$ cat config.mk
export PLATFORM = sky130hd
export DESIGN_NAME = div_unit
export DESIGN_NICKNAME = d
export VERILOG_FILES = /design/src/div_pkg.sv /design/src/div_unit.sv /design/src/div_ccgen.sv /design/src/div_datapath.sv /design/src/div_sequencer.sv
export VERILOG_INCLUDE_DIRS = /design/src /design/src/src
export SDC_FILE = /design/constraint.sdc
export NUM_CORES = 1
export LEC_CHECK = 0
export BUFFER_PORTS_ARGS = -buffer_cell sky130_fd_sc_hd__buf_2
export CAP_MARGIN = 20
export CORE_MARGIN = 4
export CORE_UTILIZATION = 50
export CTS_CLUSTER_SIZE = 28
export DETAILED_ROUTE_END_ITERATION = 6
export PLACE_DENSITY_LB_ADDON = 0.2
export SLEW_MARGIN = 20
export SYNTH_ARGS = -nofsm -noshare
export SYNTH_HDL_FRONTEND = slang
export SYNTH_SLANG_ARGS = --single-unit
$ cat constraint.sdc
create_clock -name clk -period 4.8 [get_ports clk]
set_input_delay 0.48 -clock clk [delete_from_list [all_inputs] [get_ports clk]]
set_output_delay 0.48 -clock clk [all_outputs]
set_load 0.01 [all_outputs]
$ cat src/div_cfg.svh
/*
 * Divider configuration
 * Operand widths, iteration count and pipeline latency
 */
`ifndef DIV_CFG_SVH
`define DIV_CFG_SVH

// Operand and result widths
`define DIV_DIVIDEND_W 64
`define DIV_DIVISOR_W  32
`define DIV_QUOT_W     32

// One restoring step per dividend bit
`define DIV_STEPS      64

// Accepting edge to first result_req cycle
// load, 64 x RUN, LAST_CALC, CHK_OVFL, FIX_OVFL
`define DIV_LATENCY    68

`endif
$ cat src/div_pkg.sv
/*
 * Divider types
 * State encoding and the request, raw and final result records
 */
`include "div_cfg.svh"

package div_pkg;

   // One-hot sequencer states
   typedef enum logic [5:0] {
      IDLE      = 6'b000001,
      RUN       = 6'b000010,
      LAST_CALC = 6'b000100,
      CHK_OVFL  = 6'b001000,
      FIX_OVFL  = 6'b010000,
      DONE      = 6'b100000
   } div_state_e;

   // Operation issued by the caller
   typedef struct packed {
      logic [`DIV_DIVIDEND_W-1:0] dividend;
      logic [`DIV_DIVISOR_W-1:0]  divisor;
      logic                       signed_div;
   } div_req_t;

   // Sign-corrected full-width quotient
   typedef struct packed {
      logic [`DIV_DIVIDEND_W-1:0] quotient;
      logic                       signed_div;
   } div_raw_t;

   // Saturated quotient and icc {N, Z, V, C}
   typedef struct packed {
      logic [`DIV_QUOT_W-1:0] quotient;
      logic [3:0]             icc;
   } div_result_t;

endpackage

$ cat src/div_unit.sv
/*
 * Sequential integer divider
 * 64/32 unsigned or signed divide with saturated 32-bit quotient and icc
 */
module div_unit (
   input  logic                 clk,
   input  logic                 reset,
   input  logic                 input_vld,
   input  div_pkg::div_req_t    req,
   input  logic                 kill,
   input  logic                 result_ack,
   output logic                 result_req,
   output div_pkg::div_result_t result
);

   // Sequencer to datapath and cc stage
   div_pkg::div_state_e state;
   logic                ld_inputs;

   // Datapath to cc stage
   div_pkg::div_raw_t   raw;

   // FSM, counter and write-back request
   div_sequencer u_sequencer (
      .clk        (clk),
      .reset      (reset),
      .input_vld  (input_vld),
      .kill       (kill),
      .result_ack (result_ack),
      .state      (state),
      .ld_inputs  (ld_inputs),
      .result_req (result_req)
   );

   // Remainder and quotient registers
   div_datapath u_datapath (
      .clk       (clk),
      .reset     (reset),
      .state     (state),
      .ld_inputs (ld_inputs),
      .req       (req),
      .raw       (raw)
   );

   // Overflow checks, saturation and icc
   div_ccgen u_ccgen (
      .clk    (clk),
      .reset  (reset),
      .state  (state),
      .raw    (raw),
      .result (result)
   );

endmodule

$ cat src/div_ccgen.sv
/*
 * Divider condition codes
 * Staged overflow checks, 32-bit saturation and icc generation
 */
`include "div_cfg.svh"

module div_ccgen (
   input  logic                 clk,
   input  logic                 reset,
   input  div_pkg::div_state_e  state,
   input  div_pkg::div_raw_t    raw,
   output div_pkg::div_result_t result
);

   localparam int MSB = `DIV_DIVIDEND_W - 1;

   // Flags staged one cycle in CHK_OVFL
   logic upper32_zero;
   logic upper33_zero;
   logic upper33_one;

   // Overflow select
   logic                   q_neg;
   logic                   unsign_ovfl;
   logic                   pos_ovfl;
   logic                   neg_ovfl;
   logic                   div_v;

   // Final values
   logic [`DIV_QUOT_W-1:0] sat_q;
   logic [3:0]             icc;

   ////////////////////////////////////////
   // Upper-bit checks
   ////////////////////////////////////////
   always_ff @(posedge clk) begin
      if (state == div_pkg::CHK_OVFL) begin
         upper32_zero <= (raw.quotient[MSB:`DIV_QUOT_W] == '0);
         // Bit 31 joins the check for signed results
         upper33_zero <= (raw.quotient[MSB:`DIV_QUOT_W-1] == '0);
         upper33_one  <= &raw.quotient[MSB:`DIV_QUOT_W-1];
      end
   end

   ////////////////////////////////////////
   // Saturation and icc
   ////////////////////////////////////////
   always_comb begin
      // Sign of the full-width quotient
      q_neg = raw.quotient[MSB];

      // Exactly one check applies per operation
      unsign_ovfl = ~raw.signed_div & ~upper32_zero;
      pos_ovfl    = raw.signed_div & ~q_neg & ~upper33_zero;
      neg_ovfl    = raw.signed_div & q_neg & ~upper33_one;
      div_v       = unsign_ovfl | pos_ovfl | neg_ovfl;

      // Clamp to the 32-bit range
      if (unsign_ovfl) begin
         sat_q = '1;
      end else if (pos_ovfl) begin
         sat_q = {1'b0, {(`DIV_QUOT_W-1){1'b1}}};
      end else if (neg_ovfl) begin
         sat_q = {1'b1, {(`DIV_QUOT_W-1){1'b0}}};
      end else begin
         sat_q = raw.quotient[`DIV_QUOT_W-1:0];
      end

      // N
      icc[3] = sat_q[`DIV_QUOT_W-1];
      // Z, never set together with overflow
      icc[2] = (sat_q == '0) & ~div_v;
      // V
      icc[1] = div_v;
      // C, always clear for divide
      icc[0] = 1'b0;
   end

   // Result register, held through DONE
   always_ff @(posedge clk) begin
      if (state == div_pkg::FIX_OVFL) begin
         result.quotient <= sat_q;
         result.icc      <= icc;
      end
   end

   ////////////////////////////////////////
   // Checks
   ////////////////////////////////////////

   // Result frozen while write-back is pending
   a_result_stable : assert property (@(posedge clk) disable iff (reset)
      (state == div_pkg::DONE) ##1 (state == div_pkg::DONE) |-> $stable(result));

endmodule

$ cat src/div_datapath.sv
/*
 * Divider datapath
 * Restoring shift-subtract on operand magnitudes, sign fix at the end
 */
`include "div_cfg.svh"

module div_datapath (
   input  logic                clk,
   input  logic                reset,
   input  div_pkg::div_state_e state,
   input  logic                ld_inputs,
   input  div_pkg::div_req_t   req,
   output div_pkg::div_raw_t   raw
);

   // Dividend bits shift out the top, quotient bits enter at the bottom
   logic [`DIV_DIVIDEND_W-1:0] dq;
   // Partial remainder, always below the divisor
   logic [`DIV_DIVISOR_W-1:0]  rem;
   logic [`DIV_DIVISOR_W-1:0]  dvsr;

   // Operation flags captured at load
   logic signed_q;
   logic neg_q;

   // Load-side sign handling
   logic                       dividend_neg;
   logic                       divisor_neg;
   logic [`DIV_DIVIDEND_W-1:0] dividend_mag;
   logic [`DIV_DIVISOR_W-1:0]  divisor_mag;

   // One restoring step
   logic [`DIV_DIVISOR_W:0]    shifted;
   logic [`DIV_DIVISOR_W:0]    trial;
   logic                       fits;

   ////////////////////////////////////////
   // Operand magnitudes
   ////////////////////////////////////////
   always_comb begin
      dividend_neg = req.signed_div & req.dividend[`DIV_DIVIDEND_W-1];
      divisor_neg  = req.signed_div & req.divisor[`DIV_DIVISOR_W-1];
      // Most negative values map onto their unsigned magnitude
      dividend_mag = dividend_neg ? -req.dividend : req.dividend;
      divisor_mag  = divisor_neg ? -req.divisor : req.divisor;
   end

   ////////////////////////////////////////
   // Restoring step
   ////////////////////////////////////////
   always_comb begin
      // Bring the next dividend bit into the remainder
      shifted = {rem, dq[`DIV_DIVIDEND_W-1]};
      trial   = shifted - {1'b0, dvsr};
      // No borrow means the divisor goes in
      fits    = (shifted >= {1'b0, dvsr});
   end

   // Iteration registers
   always_ff @(posedge clk) begin
      if (ld_inputs) begin
         dq   <= dividend_mag;
         dvsr <= divisor_mag;
         rem  <= '0;
      end else if (state == div_pkg::RUN) begin
         rem <= fits ? trial[`DIV_DIVISOR_W-1:0] : shifted[`DIV_DIVISOR_W-1:0];
         dq  <= {dq[`DIV_DIVIDEND_W-2:0], fits};
      end else if (state == div_pkg::LAST_CALC) begin
         // Negate the magnitude, this truncates toward zero
         if (neg_q) begin
            dq <= -dq;
         end else if (signed_q && dq[`DIV_DIVIDEND_W-1]) begin
            // Only min/-1 lands here, clamp to the largest positive value
            dq <= {1'b0, {(`DIV_DIVIDEND_W-1){1'b1}}};
         end
      end
   end

   // Sign and mode flags
   always_ff @(posedge clk) begin
      if (reset) begin
         signed_q <= 1'b0;
         neg_q    <= 1'b0;
      end else if (ld_inputs) begin
         signed_q <= req.signed_div;
         neg_q    <= dividend_neg ^ divisor_neg;
      end
   end

   // Stable from the end of LAST_CALC until the next load
   assign raw.quotient   = dq;
   assign raw.signed_div = signed_q;

   ////////////////////////////////////////
   // Checks
   ////////////////////////////////////////

   // Zero divisor is not supported by the caller contract
   a_divisor_nonzero : assert property (@(posedge clk) disable iff (reset)
      ld_inputs |-> (req.divisor != '0));

endmodule

$ cat src/div_sequencer.sv
/*
 * Divider sequencer
 * One-hot FSM plus iteration counter, owns the write-back request
 */
`include "div_cfg.svh"

module div_sequencer (
   input  logic                clk,
   input  logic                reset,
   input  logic                input_vld,
   input  logic                kill,
   input  logic                result_ack,
   output div_pkg::div_state_e state,
   output logic                ld_inputs,
   output logic                result_req
);

   localparam int CNT_W = $clog2(`DIV_STEPS);
   localparam logic [CNT_W-1:0] LAST_CNT = CNT_W'(`DIV_STEPS - 1);

   div_pkg::div_state_e next_state;
   logic [CNT_W-1:0]    cnt;
   logic                cnt_done;

   ////////////////////////////////////////
   // Output decode
   ////////////////////////////////////////

   // Accept only from idle, a same-cycle kill wins
   assign ld_inputs  = input_vld & (state == div_pkg::IDLE) & ~kill;
   assign result_req = (state == div_pkg::DONE);

   // Last restoring step in flight
   assign cnt_done = (cnt == LAST_CNT);

   ////////////////////////////////////////
   // Next state
   ////////////////////////////////////////
   always_comb begin
      next_state = state;
      case (state)
         div_pkg::IDLE:      if (input_vld) next_state = div_pkg::RUN;
         div_pkg::RUN:       if (cnt_done) next_state = div_pkg::LAST_CALC;
         // Fixed single-cycle stages
         div_pkg::LAST_CALC: next_state = div_pkg::CHK_OVFL;
         div_pkg::CHK_OVFL:  next_state = div_pkg::FIX_OVFL;
         div_pkg::FIX_OVFL:  next_state = div_pkg::DONE;
         // Hold the request until write-back takes it
         div_pkg::DONE:      if (result_ack) next_state = div_pkg::IDLE;
         default:            next_state = div_pkg::IDLE;
      endcase
      // Abort from anywhere
      if (kill) begin
         next_state = div_pkg::IDLE;
      end
   end

   // State flop
   always_ff @(posedge clk) begin
      if (reset) begin
         state <= div_pkg::IDLE;
      end else begin
         state <= next_state;
      end
   end

   // Step counter, parked at zero outside RUN
   always_ff @(posedge clk) begin
      if (reset || (state != div_pkg::RUN)) begin
         cnt <= '0;
      end else begin
         cnt <= cnt + 1'b1;
      end
   end

   ////////////////////////////////////////
   // Checks
   ////////////////////////////////////////

   // Never leaves the six legal codes
   a_state_legal : assert property (@(posedge clk) disable iff (reset)
      state inside {div_pkg::IDLE, div_pkg::RUN, div_pkg::LAST_CALC,
                    div_pkg::CHK_OVFL, div_pkg::FIX_OVFL, div_pkg::DONE});

   // Request holds until ack or kill
   a_req_hold : assert property (@(posedge clk) disable iff (reset)
      (result_req && !result_ack && !kill) |=> result_req);

endmodule

==> impl_metrics.json, run 1 <==
{
  "clock_latency_ns": 0.44,
  "core-area_um2": 25300,
  "die_w_um": 169,
  "clkTransAtPathRegs_ns": 0.07,
  "final-instance-count-excl-fill": 1872,
  "slew_headroom_pct": 28.6,
  "async_flop_share_pct": 0,
  "yosysWarnings": 0,
  "gp_congestion": 0.908,
  "mostFrequentLayoutCells": "buf_2 (137), edfxtp_1 (133), a21oi_1 (116)",
  "cp.arrival_ns": 3.85,
  "required_ns": 5.14,
  "dieArea_um2": 28500,
  "cp_top_family": "compound AO/OA/AOI/OAI gates",
  "fin_crit_sh_pct": 73.1,
  "htreeDepth": 4,
  "cts.hold.buffers_added": 0,
  "firstDrtPassIters": 6,
  "clockPowerShare_pct": 36.1,
  "hold_slack_ns": 0.241,
  "layout-drive-gt1-share_pct": 14.2,
  "clock_skew_ns": 0.0155,
  "synth_ff_type": "edfxtp_1",
  "slew_viol_final": 0,
  "initial_utilization_pct": 51.1,
  "crit_path_max_fanout": 27,
  "io_buffers": 137,
  "track_usage_pct": 23.6,
  "drc_errors": 0,
  "fin_crit_ns": 3.51,
  "ys_seq_area_share_pct": 38.0,
  "syn-instance-count": 1452,
  "peakVddDrop_mv": 0.185,
  "grt_antenna_before_repair": 0,
  "synth-seq-cells": 179,
  "cts_tree": "built",
  "ant_nets": 0,
  "rsz0062_at_grt": "false",
  "synth_area_um2": 12900,
  "vias_per_cell": 6.14,
  "final_common_cell": "buf_2",
  "drt-initial-drc-count": 1224,
  "rows": 58,
  "cts_buffers": 17,
  "path_class": "reg -> reg",
  "grt_pass1_vias": 10700,
  "synth_nets": 1591,
  "cts_resized": 0,
  "p_int_mw": 2.68,
  "crit_buf_inv": 2,
  "root_buffer": "clkbuf_16",
  "grt_pass1_wl_um": 55000,
  "drv_cap": 0,
  "clock_sinks": 179,
  "netSwitchingFraction_pct": 28.3,
  "routedWlPerCell_um": 18.2,
  "yosysUniqueCellTypes": 81,
  "diodes": 0,
  "vias": 11500,
  "leakagePower_nw": 5.25,
  "finalSetupViolCount": 0,
  "totalWireLength_um": 34200,
  "worst_setup_path_end_kind": "flop",
  "worst_pin_slew_ns": 1.06,
  "area_delta_synth_final_pct": 10.8,
  "cp_slowest_stage_delay_ns": 0.45,
  "clock_path_buffers": 2,
  "power_frac_comb_pct": 15.5,
  "switchingPower_mw": 1.06,
  "detailed_place_hpwl_um": 24300,
  "powerDensity_nw_per_um2": 261,
  "seqPwrFrac_pct": 48.4,
  "synth_edf_count": 133,
  "clock.fmax_mhz": 285,
  "layout.nets": 1668,
  "grt_start_max_net_pins": 69,
  "grt_overflow": 0,
  "setup_tns_ns": 0,
  "syn_area_per_cell_um2": 8.90,
  "outcome": "complete, no violations",
  "hold_class": "in -> reg",
  "fillers": 2326,
  "hold_violations": 0,
  "post_cts_buffers": 0,
  "placedCellCount": 1840,
  "crit_chain": "inv_1, ha_1, nor2b_1, o21bai_1, a211oi_1, o21ai_0, o211a_1, a21o_1, o41ai_4, buf_4, nand2_1, o22ai_1",
  "ioPinCount": 139,
  "die_h_um": 169,
  "crit_path_start_kind": "flop",
  "crit_path_top_delay_cell": "edfxtp_1"
}
[stage by stage]
stage	area, µm²	worst slack [ns]	total power, mW	utilization (%)
CTS	14300	1.30	3.75	56.5
detailed placement	13800	0.929	2.41	54.4
global route	14300	0.931	3.90	56.5
floorplan	12900	0.232	2.22	-
global placement	13800	0.958	2.40	54.4
finish	14300	1.29	3.74	56.5
[state kept, by name (all words and copies together) (netlist names)]
name,cells
u_datapath.dq,64
u_sequencer.cnt,6
u_datapath.rem,32
u_ccgen.upper32_zero,1
u_datapath.neg_q,1
u_ccgen.result,34
u_ccgen.upper33_one,1
u_datapath.signed_q,1
u_sequencer.state,6
u_ccgen.upper33_zero,1
u_datapath.dvsr,32
[final timing paths]
| check | end | slack [ns] | cells past startpoint | start |
|---|---|---|---|---|
| max | u_datapath.rem[26]$_SDFFE_PP0P_ | 1.29 | 12 | u_datapath.dq[63]$_DFFE_PP_ |
| min | u_sequencer.state[1]$_SDFFE_PP0P_ | 0.24 | 2 | kill |
| max reg2reg | u_datapath.rem[26]$_SDFFE_PP0P_ | 1.29 | 12 | u_datapath.dq[63]$_DFFE_PP_ |
| min reg2reg | u_sequencer.cnt[0]$_SDFF_PP0_ | 0.47 | 1 | u_sequencer.cnt[0]$_SDFF_PP0_ |
[power by group through the flow]
stage	registers, mW	clock network [mW]	logic, mW
6_report	1.81	1.35	0.581
3_5_place_dp	1.84	0	0.571
5_1_grt	1.82	1.43	0.648
4_1_cts	1.81	1.37	0.578
3_3_place_gp	1.84	0	0.563
2_1_floorplan	1.81	0	0.417
[metal layers]
metal | track usage, % | share of wire [%] | vias up
met3 | 4.69 | 7.3 | 49
met5 | 0 | 0 | -
met4 | 5.89 | 1.5 | 0
met2 | 38.6 | 47 | 417
met1 | 32.2 | 45 | 5441
li1 | - | - | 5580
[cells in the mapped netlist (all sizes together) (18+ instances only)]
library cell | instances | area share, %
edfxtp | 133 | 31
xnor2 | 93 | 6.3
mux2i | 22 | 1.7
nor3 | 51 | 2.3
nand3 | 43 | 1.8
o21ai | 131 | 5.1
nor4 | 35 | 2.0
nand4 | 18 | 0.87
dfxtp | 46 | 7.1
ha | 36 | 3.5
a21o | 45 | 2.6
clkbuf | 80 | 2.3
a31oi | 23 | 1.1
nor2 | 96 | 2.8
xor2 | 69 | 4.7
nand2 | 92 | 2.7
o221ai | 34 | 2.3
inv | 57 | 1.7
or3 | 21 | 1.1
a21oi | 117 | 4.6
buf | 18 | 0.85
[cells by family (layout without fill, tap and decap cells)]
logic type                 count (synthesis)  after routing  share of synthesized area (%)
AOI/OAI and AO/OA                        445            445                           21.8
xor gates and xnor gates                 162            162                           11.0
adders and majority gates                 37             37                           3.64
buffers and inverters                    157            247                           4.89
DFF                                      179            179                           38.0
muxes                                     25             25                           1.96
other                                      1              1                         0.0290
and+or+nand+nor                          446            446                           18.7
[layout make-up]
class	instances	area, µm²	area share, %
multi-input combinational	1116	7390	51.6
clock buffer	21	462	3.22
timing repair buffer	156	828	5.78
clock inverter	11	91.3	0.638
inverter	59	221	1.55
sequential	179	4910	34.3
tap	330	413	2.88
[worst register-to-register path, stage by stage, from the launching register on]
cell and delay (ns):
edfxtp_1 0.45, inv_1 0.15, ha_1 0.25, nor2b_1 0.16
o21bai_1 0.10, a211oi_1 0.31, o21ai_0 0.16, o211a_1 0.25
a21o_1 0.22, o41ai_4 0.31, buf_4 0.42, nand2_1 0.35
o22ai_1 0.28
Note: power is estimated with default switching activity, not from simulation.
==> run 2: changes to the inputs <==
--- a/config.mk
+++ b/config.mk
@@ -6,6 +6,7 @@
 export SDC_FILE = /design/constraint.sdc
 export NUM_CORES = 1
 export LEC_CHECK = 0
+export ABC_AREA = 1
 export BUFFER_PORTS_ARGS = -buffer_cell sky130_fd_sc_hd__buf_2
 export CAP_MARGIN = 20
 export CORE_MARGIN = 4
==> constraint.sdc (replaced) <==
create_clock -name clk -period 3 [get_ports clk]
set_input_delay 0.3 -clock clk [delete_from_list [all_inputs] [get_ports clk]]
set_output_delay 0.3 -clock clk [all_outputs]
set_load 0.01 [all_outputs]
==> run 2 against run 1 <==
Effect of this change:
- clock skew shrank 0.0022 ns
- global-route usage grew 8.5 points
- sequential share of layout area shrank 5.8 points
- worst setup slack lost 1.2 ns
- sequential power grew 56%
- cell area grew 20%
- die area grew 19%
- cell count grew 57%
- sequential cell count is the same
- worst hold slack lost 0.20 ns
- first-iteration DRC count grew 49%
==> impl_metrics.json, run 2 <==
{
  "outcome": "complete, no violations",
  "cp_top_family": "simple AND/OR/NAND/NOR gates",
  "die_w_um": 184,
  "clock_path_buffers": 2,
  "yosysWarnings": 0,
  "grt_start_max_net_pins": 105,
  "final-seq-area_um2": 4920,
  "grt_overflow": 0,
  "synth_ff_type": "edfxtp_1",
  "fin_crit_sh_pct": 96.7,
  "slew_viol_final": 0,
  "path_depth": 13,
  "fillers": 3086,
  "initial_utilization_pct": 50.7,
  "yosys.cell_count.top_type": "nand2_1",
  "slew_headroom_pct": 51.7,
  "worst_slack_ns": 0.100,
  "clock.fmax_mhz": 345,
  "htreeDepth": 4,
  "ys_top_cells_by_area": "edfxtp_1 (26%), nand2_1 (16%), inv_1 (9.2%)",
  "mostFrequentLayoutCells": "nand2_1 (660), inv_1 (377), nor2_1 (266)",
  "drt-initial-drc-count": 1823,
  "yosys.area.top_type": "edfxtp_1",
  "regMostFlops": "u_datapath.dq",
  "reg.largest.list": "u_datapath.dq x64, u_ccgen.result x34",
  "die_h_um": 184,
  "clock_skew_ns": 0.0133,
  "clock_sinks": 179,
  "gp_congestion": 1.01,
  "grt_pass1_vias": 15100,
  "synth-xor-area-share_pct": 4.51,
  "crit_buf_inv": 1,
  "vias": 16600,
  "drv_cap": 0,
  "synth_edf_count": 133,
  "required_ns": 3.20,
  "area_delta_synth_final_pct": 11.1,
  "grt_antenna_before_repair": 2,
  "holdPathStages": 1,
  "synth-seq-cells": 179,
  "reg2reg_depth": 13,
  "synth_compound_area_share_pct": 11.1,
  "totalWireLength_um": 55100,
  "async_flop_share_pct": 0,
  "placedCellCount": 2901,
  "final-instance-count-excl-fill": 2933,
  "crit_chain": "inv_2, ha_1, nand2_2, nor2_2, nand2_2, nor2_4, nand4_1, nor2_1, nand2_1, nand2_1, nand2_1, o21ai_1, o21ai_1",
  "crit_path_max_fanout": 5,
  "diodes": 0,
  "finalSetupViolCount": 0,
  "crit_path_start_kind": "flop",
  "ant_nets": 0,
  "grt_pass1_wl_um": 85000,
  "syn-instance-count": 2410,
  "clock_latency_ns": 0.47,
  "cp_slowest_stage_delay_ns": 0.48,
  "peakVddDrop_mv": 0.411,
  "drc_errors": 0,
  "synthAdderAreaFrac_pct": 3.03,
  "ioPinCount": 139,
  "worst_pin_slew_ns": 0.720,
  "final_common_cell": "nand2_1",
  "largest_reg_flops": 64,
  "synth_mux_area_share_pct": 0,
  "core-area_um2": 30600,
  "synth.top_cell.area_share_pct": 25.7,
  "layout-drive-gt1-share_pct": 10.6,
  "dp_slack_ns": 0.0478,
  "synth_nets": 2549,
  "routedWlPerCell_um": 18.8,
  "crit_path_top_delay_cell": "edfxtp_1",
  "leakagePower_nw": 7.96,
  "crit_top_cell": "nand2_1",
  "clkTransAtPathRegs_ns": 0.07,
  "ys_seq_area_share_pct": 31.7,
  "yosysUniqueCellTypes": 55,
  "layout.nets": 2663,
  "synth_common_cells": "nand2_1 (660), inv_1 (380), nor2_1 (270)",
  "root_buffer": "clkbuf_16",
  "fin_crit_ns": 2.90,
  "rsz0062_at_grt": "false",
  "io_buffers": 137,
  "track_usage_pct": 32.0,
  "cts_buffers": 17,
  "cts_tree": "built",
  "hold_violations": 0,
  "cp.arrival_ns": 3.10,
  "synth_area_um2": 15500,
  "rows": 64,
  "syn_area_per_cell_um2": 6.44,
  "path_class": "reg -> reg",
  "synth_simple_gate_area_share_pct": 38.0,
  "setup_tns_ns": 0,
  "detailed_place_hpwl_um": 43200,
  "multi_input_area_um2": 8800,
  "powerDensity_nw_per_um2": 357,
  "worst_setup_path_end_kind": "flop",
  "synth_top_family_by_area": "simple AND/OR/NAND/NOR gates",
  "firstDrtPassIters": 5,
  "hold_class": "in -> reg",
  "vias_per_cell": 5.65,
  "dieArea_um2": 33900
}
run 2: cell count changes after synthesis, sizes merged, moves of 27 or more:
cell    delta
nand2    +582
nand4     +62
buf       +28
inv      +332
nand3    +147
nor2     +193
o21ai     +27
clkbuf    -53
a21o      -44
xnor2     -85
run 2: layout make-up:
type                    instances  area share (%)
clock buffers                  17            2.47
clock inverters                15           0.980
inverters                     392            8.54
multi-input cells            1766            51.1
flip-flops and latches        179            28.5
well taps                     396            2.87
repair buffers                168            5.55
run 2: worst paths after layout:
kind / from / to / slack, ns
setup / recovery: u_datapath.dq[0]$_DFFE_PP_ / u_datapath.dq[46]$_DFFE_PP_ / 0.10
hold / removal: req[1] / u_datapath.dvsr[0]$_DFFE_PP_ / 0.04
setup reg to reg: u_datapath.dq[0]$_DFFE_PP_ / u_datapath.dq[46]$_DFFE_PP_ / 0.10
hold reg to reg: u_sequencer.cnt[0]$_SDFF_PP0_ / u_sequencer.cnt[0]$_SDFF_PP0_ / 0.45
run 2: worst register-to-register path, stage by stage, from the launching register on:
cell and delay [ns]:
edfxtp_1 0.48, inv_2 0.15, ha_1 0.24, nand2_2 0.09
nor2_2 0.18, nand2_2 0.19, nor2_4 0.21, nand4_1 0.16
nor2_1 0.23, nand2_1 0.18, nand2_1 0.10, nand2_1 0.05
o21ai_1 0.24, o21ai_1 0.13
run 2: report_power, final:
part	switching [mW]	internal, mW
registers	0.0624	2.76
clock network	1.08	1.25
logic	0.692	0.306
total	1.84	4.32
run 2: kinds of logic after synthesis:
| group | after synthesis |
|---|---|
| compound gates | 312 |
| xor+xnor | 80 |
| fa+ha+maj | 37 |
| buf+inv | 465 |
| flops | 179 |
| other cells | 1 |
| simple gates | 1336 |
run 2: what timing repair did:
| action | in CTS | in global routing |
|---|---|---|
| hold buffers | 0 | 0 |
| setup buffers | 0 | 0 |
| resized for setup | 0 | 2 |
| endpoints found under the setup margin | 0 | 1 |
run 2: layer usage:
layer / wire length (µm) / up-vias / global-route usage, % / part of all wire, %
li1: - / 8075 / - / -
met2: 23600 / 771 / 47.7 / 43
met5: 0 / - / 0 / 0
met4: 834 / 0 / 7.16 / 1.5
met3: 5410 / 50 / 5.47 / 9.8
met1: 25200 / 7664 / 48.6 / 46
run 2: per-stage QoR:
stage | util [%] | area, µm² | total power, mW | hold WS, ns
global route | 56.4 | 17200 | 6.40 | 0.0340
CTS | 56.4 | 17200 | 6.16 | 0.0255
floorplan | - | 15500 | 3.47 | 0.369
finish | 56.4 | 17200 | 6.16 | 0.0372
detailed placement | 54.4 | 16600 | 3.85 | 0.434
global placement | 54.4 | 16600 | 3.84 | 0.426
==> run 3: changes to the inputs <==
--- a/config.mk
+++ b/config.mk
@@ -13,7 +13,8 @@
 export CORE_UTILIZATION = 50
 export CTS_CLUSTER_SIZE = 28
 export DETAILED_ROUTE_END_ITERATION = 6
-export PLACE_DENSITY_LB_ADDON = 0.2
+export GPL_TIMING_DRIVEN = 0
+export PLACE_DENSITY = 0.72
 export SLEW_MARGIN = 20
 export SYNTH_ARGS = -nofsm -noshare
 export SYNTH_HDL_FRONTEND = slang
==> run 3 against run 2 <==
Effect of this change:
- largest cell class unchanged
- first-iteration DRC count down 17%
- worst hold slack lost 0.00057 ns
- sequential cell count unchanged
- sequential share of layout area is 0.27 points lower
- clock skew grew 0.0042 ns
- total power is 0.80% higher
- critical path type unchanged
- wire length up 7.9%
- critical endpoint unchanged
- non-clock buffer count increased by 47
- cell area increased by 0.94%
- cell count is 1.6% higher
- largest power group unchanged
- worst setup slack improved by 0.067 ns
==> impl_metrics.json, run 3 (synthesized netlist as in run 2, its figures left out) <==
{
  "clock_skew_ns": 0.0175,
  "initial_utilization_pct": 50.7,
  "hold_start": "req[1]",
  "cts_resized": 0,
  "peakVddDrop_mv": 0.414,
  "rsz0062_at_grt": "false",
  "drv_cap": 0,
  "area_delta_synth_final_pct": 12.1,
  "netSwitchingFraction_pct": 32.2,
  "regMostFlops": "u_datapath.dq",
  "htreeDepth": 4,
  "layout-drive-gt1-share_pct": 10.9,
  "final-seq-area_um2": 4920,
  "crit_path_max_fanout": 5,
  "grt_pass1_vias": 16300,
  "fin_crit_ns": 2.83,
  "vias": 16800,
  "rr_endpoint": "u_datapath.dq[46]$_DFFE_PP_",
  "ant_nets": 0,
  "fin_crit_sh_pct": 94.4,
  "largest_reg_flops": 64,
  "final_common_cell": "nand2_1",
  "slew_viol_final": 0,
  "routedWlPerCell_um": 19.9,
  "hold_slack_ns": 0.0366,
  "path_class": "reg -> reg",
  "gp_congestion": 1.02,
  "clock.fmax_mhz": 353,
  "track_usage_pct": 34.4,
  "ioPinCount": 139,
  "reg2reg_depth": 13,
  "cts_tree": "built",
  "holdPathStages": 1,
  "multi_input_area_um2": 8800,
  "detailed_place_hpwl_um": 48800,
  "slew_headroom_pct": 44.8,
  "clock_path_buffers": 2,
  "switchingPower_mw": 2.00,
  "outcome": "complete, no violations",
  "vias_per_cell": 5.62,
  "seqPwrFrac_pct": 45.5,
  "powerDensity_nw_per_um2": 357,
  "required_ns": 3.19,
  "clkTransAtPathRegs_ns": 0.08,
  "cp.arrival_ns": 3.02,
  "power_frac_comb_pct": 16.5,
  "fillers": 3049,
  "mostFrequentLayoutCells": "nand2_1 (660), inv_1 (379), nor2_1 (268)",
  "whs_endpoint": "u_datapath.dvsr[0]$_DFFE_PP_",
  "clockPowerShare_pct": 37.9,
  "root_buffer": "clkbuf_16",
  "core-area_um2": 30600,
  "r2r_start": "u_datapath.dq[1]$_DFFE_PP_",
  "grt_pass1_wl_um": 90000,
  "dieArea_um2": 33900,
  "post_cts_buffers": 0,
  "worst_setup_path_end_kind": "flop",
  "hold_class": "in -> reg",
  "drt-initial-drc-count": 1520,
  "cts.hold.buffers_added": 0,
  "drc_errors": 0,
  "die_w_um": 184,
  "firstDrtPassIters": 6,
  "reg.largest.list": "u_datapath.dq x64, u_ccgen.result x34",
  "finalSetupViolCount": 0,
  "clock_sinks": 179,
  "hold_violations": 0,
  "rows": 64,
  "io_buffers": 137,
  "finalCoreUtilization_pct": 56.9,
  "grt_start_max_net_pins": 42,
  "layout.nets": 2710,
  "crit_path_start_kind": "flop",
  "grt_antenna_before_repair": 2,
  "reg2reg_slack_ns": 0.17,
  "totalWireLength_um": 59400,
  "leakagePower_nw": 8.07,
  "grt_overflow": 0,
  "clock_latency_ns": 0.47,
  "die_h_um": 184,
  "worst_pin_slew_ns": 0.828,
  "cts_buffers": 17,
  "p_int_mw": 4.21
}
run 3: changes by cell type in the layout (fill, tap and decap cells not counted), sizes merged:
cell	before	now
clkinv	6	9
buf	168	188
inv	396	398
diode	0	1
clkinvlp	3	0
clkbuf	17	44
bufinv	2	0
run 3: cell type report:
class	instances	area share (%)
Multi-Input combinational cell	1766	50.6
Sequential cell	179	28.3
Inverter	392	8.46
Timing Repair Buffer	142	4.36
Tap cell	396	2.85
Clock buffer	17	2.44
Buffer	73	2.06
Clock inverter	15	0.992
Antenna cell	1	0.0144
run 3: layer usage:
| metal | vias up | share of wire (%) | global-route usage [%] |
|---|---|---|---|
| met1 | 7669 | 39 | 40.7 |
| li1 | 8170 | - | - |
| met5 | - | 0 | 0 |
| met4 | 0 | 5.4 | 18.6 |
| met3 | 156 | 6.5 | 4.32 |
| met2 | 762 | 49 | 60.6 |
run 3: metrics by stage:
stage / setup WS [ns] / instances / power (mW) / area, µm² / TNS [ns]
5_1_grt: 0.00540 / 2981 / 6.41 / 17400 / 0
4_1_cts: 0.0326 / 2980 / 6.20 / 17400 / 0
6_report: 0.167 / 2981 / 6.20 / 17400 / 0
2_1_floorplan: -0.173 / 2410 / 3.47 / 15500 / -9.00
3_3_place_gp: -1.71 / 2943 / 3.86 / 16700 / -109.19
3_5_place_dp: 0.0781 / 2948 / 3.88 / 16800 / 0
run 3: critical path, cell delays in order (launching register included):
cell and delay [ns]:
edfxtp_1 0.39, inv_1 0.19, ha_1 0.26, nand2_2 0.08, nor2_2 0.18, nand2_2 0.19, nor2_4 0.21, nand4_1 0.16
nor2_1 0.19, nand2_1 0.15, nand2_1 0.08, nand2_1 0.04, o21ai_0 0.29, o21ai_1 0.14
run 3: worst max path at each step:
| stage | from | to | slack [ns] |
|---|---|---|---|
| floorplan | u_sequencer.state[4]$_SDFFE_PP0P_ | u_datapath.dq[0]$_DFFE_PP_ | -0.17 |
| finish | u_datapath.dq[1]$_DFFE_PP_ | u_datapath.dq[46]$_DFFE_PP_ | 0.17 |
| CTS | u_sequencer.state[4]$_SDFFE_PP0P_ | u_datapath.dq[53]$_DFFE_PP_ | 0.03 |
| global route | u_datapath.dq[1]$_DFFE_PP_ | u_datapath.dq[44]$_DFFE_PP_ | 0.005 |
| detailed placement | u_sequencer.state[4]$_SDFFE_PP0P_ | u_datapath.dq[53]$_DFFE_PP_ | 0.08 |
| global placement | u_sequencer.state[4]$_SDFFE_PP0P_ | u_datapath.dq[53]$_DFFE_PP_ | -1.71 |
run 3: power groups by stage:
| stage | sequential (mW) | combinational [mW] | clock (mW) |
|---|---|---|---|
| after floorplan | 2.86 | 0.608 | 0 |
| after global placement | 2.88 | 0.973 | 0 |
| after detailed placement | 2.88 | 1.00 | 0 |
| after CTS | 2.82 | 1.01 | 2.37 |
| after global routing | 2.83 | 1.12 | 2.46 |
| final | 2.82 | 1.03 | 2.35 |
